$ cat config.mk
export PLATFORM = sky130hd
export DESIGN_NAME = forwardUnit
export DESIGN_NICKNAME = d
export VERILOG_FILES = /design/src/logic/mips_pkg.sv /design/src/logic/forwardUnit.sv
export VERILOG_INCLUDE_DIRS = /design/src /design/src/logic
export SDC_FILE = /design/constraint.sdc
export NUM_CORES = 1
export LEC_CHECK = 0
export BUFFER_PORTS_ARGS = -buffer_cell sky130_fd_sc_hd__buf_2
export CORE_AREA = 5 5 42 44
export DETAILED_ROUTE_END_ITERATION = 6
export DIE_AREA = 0 0 47 49
export PLACE_DENSITY = 0.51
export SETUP_SLACK_MARGIN = 0.2
export SYNTH_ARGS = -nofsm -noshare
export SYNTH_HDL_FRONTEND = slang
export SYNTH_SLANG_ARGS = --single-unit
$ cat constraint.sdc
create_clock -name vclk -period 1.05
set_clock_uncertainty 0.15 [all_clocks]
set_input_delay 0.0525 -clock vclk [all_inputs]
set_output_delay 0.0525 -clock vclk [all_outputs]
set_load 0.05 [all_outputs]
$ cat src/logic/mips_config.svh
`ifndef MIPS_CONFIG_SVH
`define MIPS_CONFIG_SVH

// datapath word width
`define MIPS_WORD_BITS 32

// register number width, 32 GPRs
`define MIPS_REG_BITS 5

// jal / bal write the return address here
`define MIPS_LINK_REG 31

// set to 0 to build without the multiply/divide unit
`define MIPS_HAS_MULTDIV 1

`endif

$ cat src/logic/mips_pkg.sv
`include "mips_config.svh"

package mips_pkg;

    // basic datapath types
    typedef logic [`MIPS_WORD_BITS-1:0] word_t;
    typedef logic [`MIPS_REG_BITS-1:0] regAddr_t;

    // ALU operations
    typedef enum logic [3:0] {
        aluAdd,
        aluAddu,
        aluSub,
        aluSubu,
        aluAnd,
        aluOr,
        aluXor,
        aluNor,
        aluSll,
        aluSrl,
        aluSra,
        aluSlt,
        aluSltu,
        aluLui
    } aluFunc_t;

    // second ALU operand source
    typedef enum logic {
        srcBReg,
        srcBImm
    } aluSrcB_t;

    // destination field of the instruction
    typedef enum logic {
        regDstRt,
        regDstRd
    } regDst_t;

    // where a source operand comes from
    typedef enum logic [1:0] {
        fwdNone,
        fwdMem,
        fwdWb
    } forward_t;

    // multiply/divide ops, everything else is opNone
    typedef enum logic [2:0] {
        opNone,
        opMult,
        opMultu,
        opDiv,
        opDivu
    } decodedOp_t;

endpackage

$ cat src/logic/forwardUnit.sv
`timescale 1ns/1ps

module forwardUnit import mips_pkg::*; (
    input  regAddr_t rsE,
    input  regAddr_t rtE,
    input  regAddr_t writeRegM,
    input  regAddr_t writeRegW,
    input  logic     regWriteM,
    input  logic     regWriteW,
    output forward_t forwardA,
    output forward_t forwardB
);

    // memory stage is younger, so it wins over writeback
    function automatic forward_t pickSource(input regAddr_t src);
        forward_t sel;
        sel = fwdNone;
        if (regWriteM && (writeRegM != '0) && (writeRegM == src)) begin
            sel = fwdMem;
        end else if (regWriteW && (writeRegW != '0) && (writeRegW == src)) begin
            sel = fwdWb;
        end
        return sel;
    endfunction

    assign forwardA = pickSource(rsE);
    assign forwardB = pickSource(rtE);

endmodule

Yosys cells after proc, flatten, opt, wreduce, memory -nomap -nowiden
Index checks and enable logic that the tools add are counted.

Logic and storage cells: 16. Register bits: 0. Output and inout bits: 4.

Muxes and demuxes: 4. Equality and inequality tests: 4. Reduce and logical (&&, ||, !) cells: 8.

Operators with widths (number): equality test 5 bit (4); nonzero test 5 bit (2); two-way mux 2 bit (4); logical AND 1 bit (6).

Logic depth before layout (Yosys ltp)
Depth in word-level cells: 5. Gate-level depth with buffers: 4. Mapped depth without buffers: 4.

Least setup slack after synthesis
OpenSTA, ideal clock, no wires.

Path kind: input -> output. Start point: in writeRegM[4]. End point: out forwardA[1]. Cell stages on the path: 4. Data required time: 847 ps. Arrival time: 2579 ps. Setup slack: -1731 ps. Path buffers: 0. Cells stage by stage: or4_1 > o21ai_2 > nor4_1 > nor4_1.

Word-level cells in the longest chain between the ends: 4. Elaborated cells on any way between the ends: 5. Those cells by class: eq/ne (1); mux (1); reduce/logical (3).

Ends and longest elaborated chain: start: declaration (RTL line forwardUnit.sv:6) `input regAddr_t writeRegM,`; nonzero test 5 bit (RTL line forwardUnit.sv:18) `if (regWriteM && (writeRegM != '0) && (writeRegM == src)) begin`; logical AND 1 bit (RTL line forwardUnit.sv:18); logical AND 1 bit * (RTL line forwardUnit.sv:18); two-way mux 2 bit * (RTL line forwardUnit.sv:18); end: declaration (RTL line forwardUnit.sv:10) `output forward_t forwardA,`.

Every way passes the cells marked *; elsewhere a longest branch is shown, timed or not.

Worst setup path in the final report
Start point: in writeRegM[1]. End point: out forwardA[1].

The elaborated chain is that of the path after synthesis.

==> metrics <==
placed insts=93; Tmin final=1580 ps; total congestion overflow=0; Worst Setup EP=forwardA[1]; Final Hold Fails=0; Synth Area per Inst=7.58 µm²; post-place setup slack=-659 ps; Layout Cells excl Fill=95; Hold Buf Count CTS=0; routability cong.=0.689; Port-buffer cells=26; actual slew at the worst max-slew pin=296 ps; critical path arrival=1380 ps; P_int=165 µW; Tcrit/Tclk final=151%; YS warnings=0; setup TNS=-1860 ps; Vias=404; failing checks=setup timing; Finished Core Util=53.2%; Switching Share=44.4%; final-layout clock buffer total=0; Post-Route WL=1060 µm; Rows=14; vias per std cell=4.25; CP Cell Sequence=buf_6 > or4_4 > o21ai_4 > nor4_4 > nor4_4 > buf_6; antenna viol nets, final=0; Final Instance Area=746 µm²; VDD IR-drop max=0.177 mV; Synthesized Nets=56; Comb power frac=100.0%; clock network power share=0%; DIE HEIGHT=49 µm; Placed Area=664 µm²; share of layout cells above drive strength 1=74.7%; Post-DP HPWL=1010 µm; Seq/Total Area, Yosys=0%; first-pass GRT wire length=1730 µm; Initial DRT Pass Iterations=2; Sequential Area=0 µm²; hold crit path type=primary input to output pin; Final Power=297 µW; Worst Path Buf+Inv=2; Worst path max stage delay=540 ps; CP Capture Type=output pin; Worst setup SP type=primary input; Worst Path Class, Setup=primary input to output pin; MaxCap Viol Count=0; Syn Inst Count=34; max-slew violations=0; wire length per cell=11.2 µm; beginning of the critical path=writeRegM[1]; GRT Overall Usage=9.56%; Cell Area, Synth=258 µm²; Seq cells=0; number of global-route vias before repair=399; IO Count=26; Slew HR=80.1%; critical path's top delay family=simple AND/OR/NAND/NOR gates; Data required, critical path=850 ps; antenna violations before repair=0; # diodes=0; DR DRC count=0; synth unique cells=9; Die ar.=2300 µm²; LEAKAGE=0.327 nW; area delta synth->final=189%; total core area=1400 µm²; Iter 0 DRT Violations=1; largest net degree at the start of global routing=4; PD cells=398 nW/µm²; final net count=103; Psw=132 µW; width of the die=47 µm; outcome=finished with violations; CP Depth=6; Fin Hold WS=378 ps; Initial Utilization=18.4%; Max Fclk=0.632 GHz; sequential group share of total power=0%; Setup-failing EPs final=4; critical path's slowest cell=or4_4; worst-path maximum fanout=2; final setup margin=-532 ps; RSZ-0062 raised after global routing=true; FILL cells=138
-- metal layers --
metal / vias up / wire length (µm) / GRT usage, %
met5: - / 0 / 0
li1: 213 / - / -
met1: 175 / 411 / 13.6
met2: 16 / 562 / 16.5
met4: 0 / 0 / 0
met3: 0 / 86 / 0.369
-- synthesized netlist by cell type (all sizes together) --
library cell	number	area, µm²
xor2	4	35.0
o21ai	1	8.76
nand3	2	10.0
nand2	2	7.51
nor2	1	3.75
nor4	4	25.0
nand4	2	12.5
or4	2	15.0
xnor2	16	140
-- logic make-up after synthesis --
logic type / after synthesis / share of synthesized area, %
AND/OR/NAND/NOR: 13 / 28.6
XOR/XNOR: 20 / 68.0
AO/OA/AOI/OAI: 1 / 3.40
-- how the worst min path moves through the flow --
| stage | from | endpoint | cells after the start | slack [ps] |
|---|---|---|---|---|
| after detailed placement | regWriteM | forwardA[0] | 4 | 410 |
| after floorplan | regWriteM | forwardA[0] | 2 | 110 |
| final | regWriteW | forwardB[1] | 4 | 380 |
| after global placement | regWriteM | forwardA[0] | 4 | 410 |
| after global routing | regWriteW | forwardB[1] | 4 | 390 |
| after CTS | regWriteM | forwardA[0] | 4 | 350 |
-- tightest hold or removal path, stage by stage --
cell and delay, ps:
buf_2 110, nand4_1 120, nor4_4 50, buf_6 140
-- power by group through the flow --
stage	registers, mW	clock network (mW)	logic (mW)
after global placement	0	0	0.270
after detailed placement	0	0	0.274
after global routing	0	0	0.320
after floorplan	0	0	0.130
after CTS	0	0	0.293
final	0	0	0.297
-- area by class of cell --
type,count,area [µm²],area share [%]
multi-input cells,34,395,53.0
repair buffers,45,330,44.3
well taps,16,20.0,2.68
-- cell usage in the layout, fill, tap and decap left out --
cell | synthesis | layout
buf_2 | 0 | 20
buf_4 | 0 | 18
xnor2_1 | 16 | 10
xnor2_2 | 0 | 5
xor2_1 | 4 | 4
nor4_4 | 0 | 4
buf_6 | 0 | 4
nand3_2 | 0 | 2
nand2_1 | 2 | 2
nand4_1 | 2 | 2
buf_8 | 0 | 2
or4_4 | 0 | 1
o21ai_4 | 0 | 1
xnor2_4 | 0 | 1
or4_1 | 2 | 1
nor2_1 | 1 | 1
buf_12 | 0 | 1
-- repair_timing --
item / 4_1_cts / 5_1_grt
pin swaps: 4 / 5
setup buffers: 1 / 1
endpoints found under the setup margin: 4 / 4
gates resized for setup: 13 / 2
Note: power is estimated with default switching activity, not from simulation.
